File: config.mk
export PLATFORM = sky130hd
export DESIGN_NAME = mdu_top
export DESIGN_NICKNAME = d
export VERILOG_FILES = /design/src/logic/mdu_pkg.sv /design/src/logic/ex_mem_if.sv /design/src/logic/div_iter.sv /design/src/logic/mdu_ex_stage.sv /design/src/logic/alu_mem.sv /design/src/logic/mdu_state.sv /design/src/logic/mdu_top.sv
export SDC_FILE = /design/constraint.sdc
export NUM_CORES = 2
export LEC_CHECK = 0
export ABC_AREA = 1
export BUFFER_PORTS_ARGS = -buffer_cell sky130_fd_sc_hd__buf_2
export CAP_MARGIN = 20
export CORE_MARGIN = 5
export CORE_UTILIZATION = 65
export CTS_CLUSTER_SIZE = 14
export DETAILED_ROUTE_END_ITERATION = 10
export MAX_ROUTING_LAYER = met4
export PLACE_DENSITY = 0.82
export SETUP_SLACK_MARGIN = 0.4
export SLEW_MARGIN = 20
export SYNTH_ARGS = -nofsm -noshare
export SYNTH_HDL_FRONTEND = slang
export SYNTH_SLANG_ARGS = --single-unit
File: constraint.sdc
create_clock -name clk -period 13.82 [get_ports clk]
set_clock_uncertainty 0.15 [all_clocks]
set_input_delay 2.764 -clock clk [delete_from_list [all_inputs] [get_ports clk]]
set_output_delay 2.764 -clock clk [all_outputs]
set_load 0.005 [all_outputs]
File: src/logic/mdu_pkg.sv
// shared op codes, CP0 addresses, widths and the HI/LO word type, imported by every MDU block
package mdu_pkg;

    localparam int DATA_W     = 32;
    localparam int DWORD_W    = 64;
    localparam int CP0_ADDR_W = 5;

    // implemented CP0 registers, everything else reads as zero
    localparam logic [CP0_ADDR_W-1:0] CP0_STATUS = 5'd12;
    localparam logic [CP0_ADDR_W-1:0] CP0_CAUSE  = 5'd13;
    localparam logic [CP0_ADDR_W-1:0] CP0_EPC    = 5'd14;

    typedef enum logic [4:0] {
        ALU_NOP, ALU_MFHI, ALU_MFLO, ALU_MTHI, ALU_MTLO,
        ALU_MUL, ALU_MULT, ALU_MULTU,
        ALU_MADD, ALU_MADDU, ALU_MSUB, ALU_MSUBU,
        ALU_DIV, ALU_DIVU, ALU_MFC0, ALU_MTC0,
        ALU_LB, ALU_LBU, ALU_LH, ALU_LHU, ALU_LW, ALU_LWL, ALU_LWR, ALU_LL,
        ALU_TLBR, ALU_TLBWI, ALU_TLBWR, ALU_TLBP
    } aluop_t;

    typedef enum logic [2:0] {
        TOP_NOP,
        TOP_TLBR,
        TOP_TLBWI,
        TOP_TLBWR,
        TOP_TLBP
    } tlbop_t;

    typedef struct packed {
        logic [DATA_W-1:0] hi;
        logic [DATA_W-1:0] lo;
    } hilo_pair_t;

    // the HI/LO pair is used as one 64-bit value by the accumulate ops
    // and as two halves by the moves
    typedef union packed {
        logic [DWORD_W-1:0] word;
        hilo_pair_t         half;
    } hilo_t;

endpackage

File: src/logic/ex_mem_if.sv
// execute-to-memory stage register contents, driven by the execute stage and read by alu_mem
interface ex_mem_if;
    import mdu_pkg::*;

    aluop_t                aluop;
    logic [DATA_W-1:0]     alures;
    logic [DWORD_W-1:0]    mulhi;
    logic [DWORD_W-1:0]    mullo;
    logic                  mul_s;
    hilo_t                 divres;
    logic [CP0_ADDR_W-1:0] cp0sel;

    modport ex (
        output aluop, alures, mulhi, mullo, mul_s, divres, cp0sel
    );

    modport mem (
        input aluop, alures, mulhi, mullo, mul_s, divres, cp0sel
    );

endinterface

File: src/logic/div_iter.sv
// radix-2 restoring divider for DIV and DIVU, started by a pulse and finishing 32 cycles later
module div_iter (
    input  logic                       clk,
    input  logic                       arst_n_i,
    input  logic                       start_i,
    input  logic                       signed_i,
    input  logic [mdu_pkg::DATA_W-1:0] dividend_i,
    input  logic [mdu_pkg::DATA_W-1:0] divisor_i,
    output logic                       busy_o,
    output logic                       done_o,
    output logic [mdu_pkg::DATA_W-1:0] quot_o,
    output logic [mdu_pkg::DATA_W-1:0] rem_o
);
    import mdu_pkg::*;

    logic              busy_q;
    logic              done_q;
    logic [4:0]        cnt_q;
    logic [DATA_W-1:0] rem_q;
    logic [DATA_W-1:0] quot_q;
    logic [DATA_W-1:0] dvsr_q;
    logic              neg_quot_q;
    logic              neg_rem_q;
    logic [DATA_W:0]   shifted;
    logic [DATA_W:0]   trial;
    logic              launch;

    assign launch  = start_i & ~busy_q;
    // quot_q starts out as the dividend and shifts its bits into the partial remainder
    assign shifted = {rem_q, quot_q[DATA_W-1]};
    assign trial   = shifted - {1'b0, dvsr_q};

    always_ff @(posedge clk or negedge arst_n_i) begin
        if (!arst_n_i) begin
            busy_q <= 1'b0;
            done_q <= 1'b0;
            cnt_q  <= '0;
        end else begin
            done_q <= 1'b0;
            if (launch) begin
                busy_q <= 1'b1;
                cnt_q  <= '0;
            end else if (busy_q) begin
                cnt_q <= cnt_q + 1'b1;
                if (cnt_q == 5'd31) begin
                    busy_q <= 1'b0;
                    done_q <= 1'b1;
                end
            end
        end
    end

    // a zero divisor makes every trial succeed, giving all-ones and the dividend back
    always_ff @(posedge clk) begin
        if (launch) begin
            rem_q      <= '0;
            quot_q     <= (signed_i && dividend_i[DATA_W-1]) ? -dividend_i : dividend_i;
            dvsr_q     <= (signed_i && divisor_i[DATA_W-1]) ? -divisor_i : divisor_i;
            neg_quot_q <= signed_i & (dividend_i[DATA_W-1] ^ divisor_i[DATA_W-1])
                          & (|divisor_i);
            neg_rem_q  <= signed_i & dividend_i[DATA_W-1];
        end else if (busy_q) begin
            if (!trial[DATA_W]) begin
                rem_q  <= trial[DATA_W-1:0];
                quot_q <= {quot_q[DATA_W-2:0], 1'b1};
            end else begin
                rem_q  <= shifted[DATA_W-1:0];
                quot_q <= {quot_q[DATA_W-2:0], 1'b0};
            end
        end
    end

    assign busy_o = busy_q;
    assign done_o = done_q;
    assign quot_o = neg_quot_q ? -quot_q : quot_q;
    assign rem_o  = neg_rem_q ? -rem_q : rem_q;

endmodule

File: src/logic/mdu_ex_stage.sv
// execute stage of the MDU, forms partial products, runs the divider and fills the EX/MEM register
module mdu_ex_stage (
    input  logic                            clk,
    input  logic                            arst_n_i,
    input  logic                            valid_i,
    input  mdu_pkg::aluop_t                 aluop_i,
    input  logic [mdu_pkg::DATA_W-1:0]      a_i,
    input  logic [mdu_pkg::DATA_W-1:0]      b_i,
    input  logic [mdu_pkg::CP0_ADDR_W-1:0]  cp0sel_i,
    output logic                            busy_o,
    ex_mem_if.ex                            ex_o
);
    import mdu_pkg::*;

    logic              accept;
    logic              is_div;
    logic              is_smul;
    logic              a_neg;
    logic              b_neg;
    logic [DATA_W-1:0] a_mag;
    logic [DATA_W-1:0] b_mag;
    logic [DATA_W-1:0] pp_ll;
    logic [DATA_W-1:0] pp_lh;
    logic [DATA_W-1:0] pp_hl;
    logic [DATA_W-1:0] pp_hh;
    logic              div_busy;
    logic              div_done;
    logic [DATA_W-1:0] div_quot;
    logic [DATA_W-1:0] div_rem;
    aluop_t            div_op;

    // stay busy through the done cycle so nothing collides with the divide result
    assign busy_o = div_busy | div_done;
    assign accept = valid_i & ~busy_o;
    assign is_div = aluop_i inside {ALU_DIV, ALU_DIVU};

    assign is_smul = aluop_i inside {ALU_MUL, ALU_MULT, ALU_MADD, ALU_MSUB};
    assign a_neg   = is_smul & a_i[DATA_W-1];
    assign b_neg   = is_smul & b_i[DATA_W-1];
    assign a_mag   = a_neg ? -a_i : a_i;
    assign b_mag   = b_neg ? -b_i : b_i;

    // each 16x16 partial product keeps its full 32-bit width
    assign pp_ll = a_mag[15:0] * b_mag[15:0];
    assign pp_lh = a_mag[15:0] * b_mag[31:16];
    assign pp_hl = a_mag[31:16] * b_mag[15:0];
    assign pp_hh = a_mag[31:16] * b_mag[31:16];

    div_iter u_div (
        .clk        (clk),
        .arst_n_i   (arst_n_i),
        .start_i    (accept & is_div),
        .signed_i   (aluop_i == ALU_DIV),
        .dividend_i (a_i),
        .divisor_i  (b_i),
        .busy_o     (div_busy),
        .done_o     (div_done),
        .quot_o     (div_quot),
        .rem_o      (div_rem)
    );

    always_ff @(posedge clk or negedge arst_n_i) begin
        if (!arst_n_i) begin
            ex_o.aluop <= ALU_NOP;
        end else if (div_done) begin
            ex_o.aluop <= div_op;
        end else if (accept && !is_div) begin
            ex_o.aluop <= aluop_i;
        end else begin
            ex_o.aluop <= ALU_NOP;
        end
    end

    // mullo packs {a_lo*b_hi, a_lo*b_lo} and mulhi packs {a_hi*b_hi, a_hi*b_lo}
    always_ff @(posedge clk) begin
        if (accept) begin
            ex_o.alures <= a_i;
            ex_o.cp0sel <= cp0sel_i;
            ex_o.mul_s  <= a_neg ^ b_neg;
            ex_o.mullo  <= {pp_lh, pp_ll};
            ex_o.mulhi  <= {pp_hh, pp_hl};
            if (is_div) begin
                div_op <= aluop_i;
            end
        end
        if (div_done) begin
            ex_o.divres.half.hi <= div_rem;
            ex_o.divres.half.lo <= div_quot;
        end
    end

endmodule

File: src/logic/alu_mem.sv
// memory-stage completion, finishes products, moves HI/LO and CP0 data and decodes loads and TLB ops
module alu_mem (
    ex_mem_if.mem                            mem_i,
    input  logic                             exc_flag_i,
    input  mdu_pkg::hilo_t                   hilo_i,
    input  logic [mdu_pkg::DATA_W-1:0]       cp0_rdata_i,
    output logic [mdu_pkg::DATA_W-1:0]       result_o,
    output logic                             hilo_wen_o,
    output mdu_pkg::hilo_t                   hilo_o,
    output logic                             cp0_wen_o,
    output logic [mdu_pkg::CP0_ADDR_W-1:0]   cp0_addr_o,
    output logic [mdu_pkg::DATA_W-1:0]       cp0_wdata_o,
    output mdu_pkg::tlbop_t                  tlb_op_o,
    output logic                             load_pending_o,
    output logic                             res_valid_o
);
    import mdu_pkg::*;

    logic [DWORD_W-1:0] res_lo;
    logic [DWORD_W-1:0] res_hi;
    logic [DWORD_W-1:0] umres;
    logic [DWORD_W-1:0] smres;

    // both cross terms sit 16 bits up, the high product 32 bits up
    assign res_lo = DWORD_W'(mem_i.mullo[31:0]) + (DWORD_W'(mem_i.mullo[63:32]) << 16);
    assign res_hi = (DWORD_W'(mem_i.mulhi[31:0]) << 16) + (DWORD_W'(mem_i.mulhi[63:32]) << 32);
    assign umres  = res_lo + res_hi;
    assign smres  = mem_i.mul_s ? -umres : umres;

    assign res_valid_o = mem_i.aluop != ALU_NOP;

    always_comb begin
        hilo_wen_o  = 1'b0;
        hilo_o      = hilo_i;
        result_o    = mem_i.alures;
        cp0_wen_o   = 1'b0;
        cp0_addr_o  = '0;
        cp0_wdata_o = '0;

        case (mem_i.aluop)
            ALU_MFHI: result_o = hilo_i.half.hi;
            ALU_MFLO: result_o = hilo_i.half.lo;
            ALU_MUL:  result_o = smres[DATA_W-1:0];
            ALU_MTHI: begin
                hilo_wen_o     = 1'b1;
                hilo_o.half.hi = mem_i.alures;
            end
            ALU_MTLO: begin
                hilo_wen_o     = 1'b1;
                hilo_o.half.lo = mem_i.alures;
            end
            ALU_MULT: begin
                hilo_wen_o  = 1'b1;
                hilo_o.word = smres;
            end
            ALU_MULTU: begin
                hilo_wen_o  = 1'b1;
                hilo_o.word = umres;
            end
            ALU_MADD, ALU_MADDU: begin
                hilo_wen_o  = 1'b1;
                hilo_o.word = hilo_i.word + smres;
            end
            ALU_MSUB, ALU_MSUBU: begin
                hilo_wen_o  = 1'b1;
                hilo_o.word = hilo_i.word - smres;
            end
            ALU_DIV, ALU_DIVU: begin
                hilo_wen_o = 1'b1;
                hilo_o     = mem_i.divres;
            end
            ALU_MFC0: begin
                cp0_addr_o = mem_i.cp0sel;
                result_o   = cp0_rdata_i;
            end
            ALU_MTC0: begin
                cp0_addr_o  = mem_i.cp0sel;
                cp0_wen_o   = ~exc_flag_i;
                cp0_wdata_o = mem_i.alures;
            end
            default: ;
        endcase
    end

    // the load address passes through result_o while memory supplies the data later
    assign load_pending_o = mem_i.aluop inside {ALU_LB, ALU_LBU, ALU_LH, ALU_LHU,
                                                ALU_LW, ALU_LWL, ALU_LWR, ALU_LL};

    always_comb begin
        case (mem_i.aluop)
            ALU_TLBR:  tlb_op_o = TOP_TLBR;
            ALU_TLBWI: tlb_op_o = TOP_TLBWI;
            ALU_TLBWR: tlb_op_o = TOP_TLBWR;
            ALU_TLBP:  tlb_op_o = TOP_TLBP;
            default:   tlb_op_o = TOP_NOP;
        endcase
    end

endmodule

File: src/logic/mdu_state.sv
// architectural HI/LO pair and the Status, Cause and EPC registers with their read ports
module mdu_state (
    input  logic                            clk,
    input  logic                            arst_n_i,
    input  logic                            hilo_wen_i,
    input  mdu_pkg::hilo_t                  hilo_i,
    output mdu_pkg::hilo_t                  hilo_o,
    input  logic                            cp0_wen_i,
    input  logic [mdu_pkg::CP0_ADDR_W-1:0]  cp0_addr_i,
    input  logic [mdu_pkg::DATA_W-1:0]      cp0_wdata_i,
    output logic [mdu_pkg::DATA_W-1:0]      cp0_rdata_o
);
    import mdu_pkg::*;

    hilo_t             hilo_q;
    logic [DATA_W-1:0] status_q;
    logic [DATA_W-1:0] cause_q;
    logic [DATA_W-1:0] epc_q;

    always_ff @(posedge clk or negedge arst_n_i) begin
        if (!arst_n_i) begin
            hilo_q   <= '0;
            status_q <= '0;
            cause_q  <= '0;
            epc_q    <= '0;
        end else begin
            if (hilo_wen_i) begin
                hilo_q <= hilo_i;
            end
            if (cp0_wen_i) begin
                case (cp0_addr_i)
                    CP0_STATUS: status_q <= cp0_wdata_i;
                    CP0_CAUSE:  cause_q  <= cp0_wdata_i;
                    CP0_EPC:    epc_q    <= cp0_wdata_i;
                    default: ;
                endcase
            end
        end
    end

    assign hilo_o = hilo_q;

    always_comb begin
        case (cp0_addr_i)
            CP0_STATUS: cp0_rdata_o = status_q;
            CP0_CAUSE:  cp0_rdata_o = cause_q;
            CP0_EPC:    cp0_rdata_o = epc_q;
            default:    cp0_rdata_o = '0;
        endcase
    end

endmodule

File: src/logic/mdu_top.sv
// top level of the multiply/divide and HI/LO completion path, wires execute, memory and state
module mdu_top (
    input  logic                            clk,
    input  logic                            arst_n_i,
    input  logic                            valid_i,
    input  mdu_pkg::aluop_t                 aluop_i,
    input  logic [mdu_pkg::DATA_W-1:0]      a_i,
    input  logic [mdu_pkg::DATA_W-1:0]      b_i,
    input  logic [mdu_pkg::CP0_ADDR_W-1:0]  cp0sel_i,
    input  logic                            exc_flag_i,
    output logic                            busy_o,
    output logic                            res_valid_o,
    output logic [mdu_pkg::DATA_W-1:0]      result_o,
    output logic                            load_pending_o,
    output mdu_pkg::tlbop_t                 tlb_op_o
);
    import mdu_pkg::*;

    logic                  hilo_wen;
    hilo_t                 hilo_wdata;
    hilo_t                 hilo_rdata;
    logic                  cp0_wen;
    logic [CP0_ADDR_W-1:0] cp0_addr;
    logic [DATA_W-1:0]     cp0_wdata;
    logic [DATA_W-1:0]     cp0_rdata;

    ex_mem_if ex_mem ();

    mdu_ex_stage u_ex (
        .clk      (clk),
        .arst_n_i (arst_n_i),
        .valid_i  (valid_i),
        .aluop_i  (aluop_i),
        .a_i      (a_i),
        .b_i      (b_i),
        .cp0sel_i (cp0sel_i),
        .busy_o   (busy_o),
        .ex_o     (ex_mem.ex)
    );

    alu_mem u_mem (
        .mem_i          (ex_mem.mem),
        .exc_flag_i     (exc_flag_i),
        .hilo_i         (hilo_rdata),
        .cp0_rdata_i    (cp0_rdata),
        .result_o       (result_o),
        .hilo_wen_o     (hilo_wen),
        .hilo_o         (hilo_wdata),
        .cp0_wen_o      (cp0_wen),
        .cp0_addr_o     (cp0_addr),
        .cp0_wdata_o    (cp0_wdata),
        .tlb_op_o       (tlb_op_o),
        .load_pending_o (load_pending_o),
        .res_valid_o    (res_valid_o)
    );

    mdu_state u_state (
        .clk         (clk),
        .arst_n_i    (arst_n_i),
        .hilo_wen_i  (hilo_wen),
        .hilo_i      (hilo_wdata),
        .hilo_o      (hilo_rdata),
        .cp0_wen_i   (cp0_wen),
        .cp0_addr_i  (cp0_addr),
        .cp0_wdata_i (cp0_wdata),
        .cp0_rdata_o (cp0_rdata)
    );

endmodule

# After elaboration in Yosys (flattened, before gate mapping)
# Cells that the tools add are included.
[classes]
n_addsub = 12
multipliers = 4
n_eq_ne = 37
mux = 30
bitwise_logic = 14
n_reduce_logical = 23
[ops]
columns = ["operator", "count"]
rows = [
  ["32-bit one-hot mux with 6 select lines", 2],
  ["32-bit 2-to-1 mux", 10],
  ["64-bit adder", 2],
  ["16-bit by 16-bit multiplier with 32-bit output", 4],
  ["32-bit negation", 4],
  ["32-bit one-hot mux with 4 select lines", 1],
  ["32-bit one-hot mux with 3 select lines", 1],
  ["5-bit by 4-bit equality test with 1-bit output, second input constant", 15],
  ["5-bit equality test, second input constant", 13],
  ["48-bit by 64-bit adder with 64-bit output", 1],
  ["64-bit 2-to-1 mux", 1],
  ["64-bit negation", 1],
  ["64-bit subtractor", 1],
  ["32-bit by 48-bit adder with 49-bit output", 1],
  ["33-bit by 32-bit subtractor with 33-bit output", 1],
  ["32-bit OR reduction", 1],
  ["5-bit by 3-bit equality test with 1-bit output, second input constant", 6],
  ["5-bit 2-to-1 mux", 5],
  ["3-bit one-hot mux with 4 select lines", 1],
  ["2-bit AND reduction", 6],
  ["6-bit nonzero test", 2],
  ["5-bit by 2-bit equality test with 1-bit output, second input constant", 2],
  ["10-bit OR reduction", 1],
  ["1-bit 2-to-1 mux", 9],
  ["13 further kinds", 29],
]
[totals]
ff_bits = 505
output_inout_bits = 38
wordCells = 141

# Logic depth before layout (Yosys ltp)
[depth]
depth_word = 6
mapped_depth = 56

# By module
# Synthesis repeated with hierarchy kept, for this count alone.
[unflattened]
cells_unflattened = 11439
area_unflattened_um2 = 81127.8
[modules_own_cells]
columns = ["module", "instances", "cells_per_inst", "area_each_um2"]
rows = [
  ["mdu_ex_stage", 1, 5532, 45293.4],
  ["alu_mem", 1, 3522, 18452.7],
  ["div_iter", 1, 1665, 10208.5],
  ["mdu_state", 1, 720, 7173.1],
]

# Worst setup path after synthesis
# Ideal clock, no wire load.
[synth_timing]
path_type = "input-to-reg"
startpoint = "input a_i[0] (netlist name)"
endpoint = "register u_ex.ex_o.mulhi[60] (data pin)"
setup_ns = 0.262
arrival_ns = 10.390
required_time_ns = 13.408
path_slack_ns = 3.018
cell_stages = 41
path_cell_list = "buf_6 -> clkinv_4 -> clkbuf_1 -> ha_1 -> nand3_2 -> nor3_2 -> nand2_1 -> nor3_2 -> nand2_1 -> nor3_2 -> nand2_1 -> inv_2 -> nand3_1 -> inv_1 -> a21oi_1 -> nor2_1 -> nand2_1 -> o21ai_2 -> (+5 left out) -> inv_1 -> fa_1 -> fa_1 -> inv_1 -> fa_1 -> inv_1 -> fa_1 -> inv_1 -> ha_1 -> a21oi_1 -> a21boi_0 -> o21ai_1 -> a21boi_0 -> o21ai_1 -> a21oi_1 -> o21ai_1 -> a21oi_1 -> xor2_1"
[synth_between]
elab_chain_len = 3
[synth_lines]
columns = ["element", "line", "rtl"]
rows = [
  ["from (decl)", "mdu_top.sv:7", "input logic [mdu_pkg::DATA_W-1:0] a_i,"],
  ["32-bit negation", "mdu_ex_stage.sv:40", "assign a_mag = a_neg ? -a_i : a_i;"],
  ["32-bit 2-to-1 mux", "mdu_ex_stage.sv:40", ""],
  ["16-bit by 16-bit multiplier with 32-bit output", "mdu_ex_stage.sv:47", "assign pp_hh = a_mag[31:16] * b_mag[31:16];"],
  ["named net u_ex.pp_hh[28]", "mdu_ex_stage.sv:25", "logic [DATA_W-1:0] pp_hh;"],
  ["to (signal assigned)", "mdu_ex_stage.sv:81", "ex_o.mulhi <= {pp_hh, pp_hl};"],
  ["to (decl)", "ex_mem_if.sv:14", "output aluop, alures, mulhi, mullo, mul_s, divres, cp0sel"],
]
# The timed path passes the listed nets, and every way through them passes these cells.
# A chain may end at the register's enable or synchronous reset.

# Final worst setup path
[layout_timing]
startpoint = "input aluop_i[0]"
endpoint = "register u_ex.ex_o.mulhi[60] (data pin)"
[layout_between]
elab_chain_len = 5
elab_cells_between_ends = 10
[layout_lines]
columns = ["element", "line", "rtl"]
rows = [
  ["from (decl)", "mdu_top.sv:6", "input mdu_pkg::aluop_t aluop_i,"],
  ["5-bit by 3-bit equality test with 1-bit output or 5-bit by 4-bit equality test with 1-bit output (tied branches)", "mdu_ex_stage.sv:37", "assign is_smul = aluop_i inside {ALU_MUL, ALU_MULT, ALU_MADD, ALU_MSUB};"],
  ["4-bit nonzero test *", "mdu_ex_stage.sv:37", ""],
  ["1-bit bitwise AND, on equally long branches", "mdu_ex_stage.sv:38, mdu_ex_stage.sv:39", ""],
  ["32-bit 2-to-1 mux, on equally long branches", "mdu_ex_stage.sv:40, mdu_ex_stage.sv:41", ""],
  ["16-bit by 16-bit multiplier with 32-bit output *", "mdu_ex_stage.sv:47", ""],
  ["named net u_ex.pp_hh[28]", "mdu_ex_stage.sv:25", ""],
]
# Mark *: on every way through the listed nets, which the timed path passes. The rest lies on a longest branch.

==> metrics.yaml <==
timing:
  setup_violations: 0
  slew_headroom_pct: 14.3
  tns_ns: 0
  fmax_mhz: 82.3
  hold_violations: 0
  period_minus_slack_ns: 12.14
  setup_ws_ns: 1.68
  rsz0062_at_grt: "false"
  drv_slew: 0
  tightest_slew_ns: 1.27
  period_share_pct: 87.9
placed_design:
  port_buffers: 115
  dp_slack_ns: 1.49
  dpl.hpwl_um: 239000
  place_congestion: 1.15
  place_inst: 11300
grt:
  grt-ovfl-total: 0
  grt.total_usage_pct: 50.8
  grt_max_degree: 72
  grt_pass1_vias: 72500
  antenna_found_initial: 15
  grt_first_pass_wirelength_um: 445000
critical_path:
  endpoint_kind: "flop"
  worstSetupStartpointType: "primary input"
  critPathMaxStageDelay_ns: 0.77
  crit_type: "in2reg"
  path_common_cell: "inv_1"
  slowest_stage: "nor2_1"
  critPathRequiredTime_ns: 14.08
  arrival_ns: 12.40
  crit_path_max_fanout: 35
synth:
  ys_seq_elements: 505
  syn_avg_cell_area_sq_um: 7.47
  seq_area_frac_synth_pct: 18.9
  yosys.area.top_type: "fa_1"
  synthDistinctLibCells: 75
  async_flop_share_pct: 34.1
  syn_area_sq_mm: 0.0741
  syn_nets: 11400
  synthTopCellsByCount: "nand2_1 (2060), inv_1 (2042), nor2_1 (997), fa_1 (797), ha_1 (652)"
  synth_most_common_cell: "nand2_1"
  synth_area_leaders: "fa_1 (22%), edfxtp_1 (12%), ha_1 (11%)"
  ys_warn_count: 0
  synth_flop_cell: "edfxtp_1"
  postSynthCellCount: 9922
  synth_top_area_share_pct: 21.5
  synth_edf_count: 301
detailed_routing:
  num_vias: 72500
  ant_nets: 0
  dr.pass1.iters: 10
  wl_um: 303000
  drc: 0
  routed_via_density: 6.33
  wl_per_cell_um: 26.5
  drtIter0Drc: 9960
clock_tree:
  cts_sinks: 505
  clk_pin_slew_ns: 0.06
  cts_max_level: 2
  root_buffer: "clkbuf_16"
  clock_path_buffers: 3
  cts.repair.resized: 0
  clock_latency_ns: 0.72
  hold_buffers: 0
  cts-buffers-inserted: 58
  tritoncts: "yes"
  post_cts_buffers: 0
die:
  die_h_um: 348
  rows: 123
  die_x_um: 348
  design.core.area_sq_mm: 0.113
  ios: 116
  dieArea_sq_mm: 0.121
  start_util_pct: 65.7
cells_and_area:
  final_nets: 11400
  fin_cells: 11400
  fin_util_pct: 69.3
  area_growth_pct: 5.52
  fillers: 8926
  drive_gt1_share_pct: 5.14
run:
  maxCapViolCount: 0
status:
  status: "finished, final reports clean"
worst_hold_path:
  min_path_type: "reg2reg"
layout by cell type, fill, tap and decap left out, types with 20 or more instances in the layout:
| master | instances |
|---|---|
| nor2_2 | 25 |
| inv_1 | 2039 |
| clkinv_1 | 29 |
| dfrtp_1 | 171 |
| nor3_1 | 72 |
| o211ai_1 | 42 |
| o21ai_2 | 38 |
| xnor2_1 | 84 |
| o21ai_0 | 557 |
| ha_1 | 652 |
| buf_2 | 114 |
| buf_4 | 118 |
| o2111ai_1 | 20 |
| o22ai_1 | 66 |
| or2_2 | 36 |
| fa_1 | 797 |
| a221oi_1 | 32 |
| xor2_1 | 270 |
| nand2_1 | 2057 |
| edfxtp_1 | 301 |
| dfxtp_1 | 32 |
| nor2_1 | 988 |
| a31oi_1 | 63 |
| nand4_1 | 80 |
| inv_2 | 24 |
| nand3_1 | 270 |
| a21oi_1 | 550 |
| nor4_1 | 32 |
| o21ai_1 | 50 |
| clkbuf_16 | 59 |
per-layer routing:
layer  up-vias  track usage [%]  part of all wire (%)
met1     33900             56.8                    33
li1      31000                -                     -
met4         0             42.0                    11
met2      5796             73.9                    42
met5         -                -                     0
met3      1726             16.6                    14
flip-flops by register name (all words and copies together) (netlist names):
signal                 cells
u_ex.u_div.busy_o          1
u_state.hilo_o            64
u_ex.ex_o.mulhi           64
u_ex.u_div.neg_rem_q       1
u_ex.u_div.cnt_q           5
u_ex.ex_o.alures          32
u_ex.ex_o.mullo           64
u_ex.ex_o.aluop            5
u_state.epc_q             32
u_ex.ex_o.mul_s            1
u_state.status_q          32
u_ex.ex_o.cp0sel           5
u_ex.u_div.quot_q         32
u_ex.u_div.dvsr_q         32
u_ex.u_div.rem_q          32
u_ex.u_div.done_o          1
u_ex.u_div.neg_quot_q      1
u_ex.ex_o.divres          64
u_state.cause_q           32
u_ex.div_op                5
worst max-delay path, delay by kind of cell:
kind            cells  cell delay [ns]
compound gates     11             2.72
fa+ha+maj           7             2.50
buf+inv            12             2.35
simple gates        6             1.90
xor+xnor            1             0.11
through the flow:
| step | hold slack [ns] | area (sq um) |
|---|---|---|
| global route | 0.356 | 78200 |
| CTS | 0.338 | 78100 |
| global placement | 0.315 | 76200 |
| detailed placement | 0.323 | 76200 |
| finish | 0.334 | 78200 |
| floorplan | 0.280 | 74100 |
cell type report:
type / instances / area, sq um / share of cell area [%]
Antenna cell: 17 / 42.5 / 0.0544
Clock inverter: 31 / 338 / 0.432
Tap cell: 1500 / 1880 / 2.40
Timing Repair Buffer: 233 / 1470 / 1.88
Clock buffer: 79 / 1590 / 2.04
Sequential cell: 505 / 14000 / 17.9
Multi-Input combinational cell: 6993 / 51000 / 65.3
Inverter: 2090 / 7860 / 10.0
logic make-up (layout without fill, tap and decap cells):
logic type	after synthesis	in the layout	synth area share [%]
other	0	17	0
xor gates and xnor gates	357	357	4.26
DFF	505	505	18.9
buffers and inverters	2424	2433	12.5
AOI/OAI and AO/OA	1563	1563	11.9
adders and majority gates	1449	1449	32.5
and+or+nand+nor	3624	3624	20.0
path summary, 6_finish.rpt:
path | slack, ns | depth (start not counted) | startpoint | endpoint
max in group asynchronous | 10.24 | 2 | arst_n_i | u_state.hilo_o[58]$_DFFE_PN0P_
min | 0.33 | 2 | u_state.status_q[3]$_DFFE_PN0P_ | u_state.status_q[3]$_DFFE_PN0P_
max | 1.68 | 37 | aluop_i[0] | u_ex.ex_o.mulhi[60]$_DFFE_PP_
min reg2reg | 0.33 | 2 | u_state.status_q[3]$_DFFE_PN0P_ | u_state.status_q[3]$_DFFE_PN0P_
max reg2reg | 2.55 | 50 | u_ex.ex_o.mullo[16]$_DFFE_PP_ | u_state.hilo_o[59]$_DFFE_PN0P_
min in group asynchronous | 1.93 | 1 | arst_n_i | u_state.cause_q[21]$_DFFE_PN0P_
Power is not shown: default switching activity piles up to over one toggle a cycle in this logic, so the estimate is an artifact.
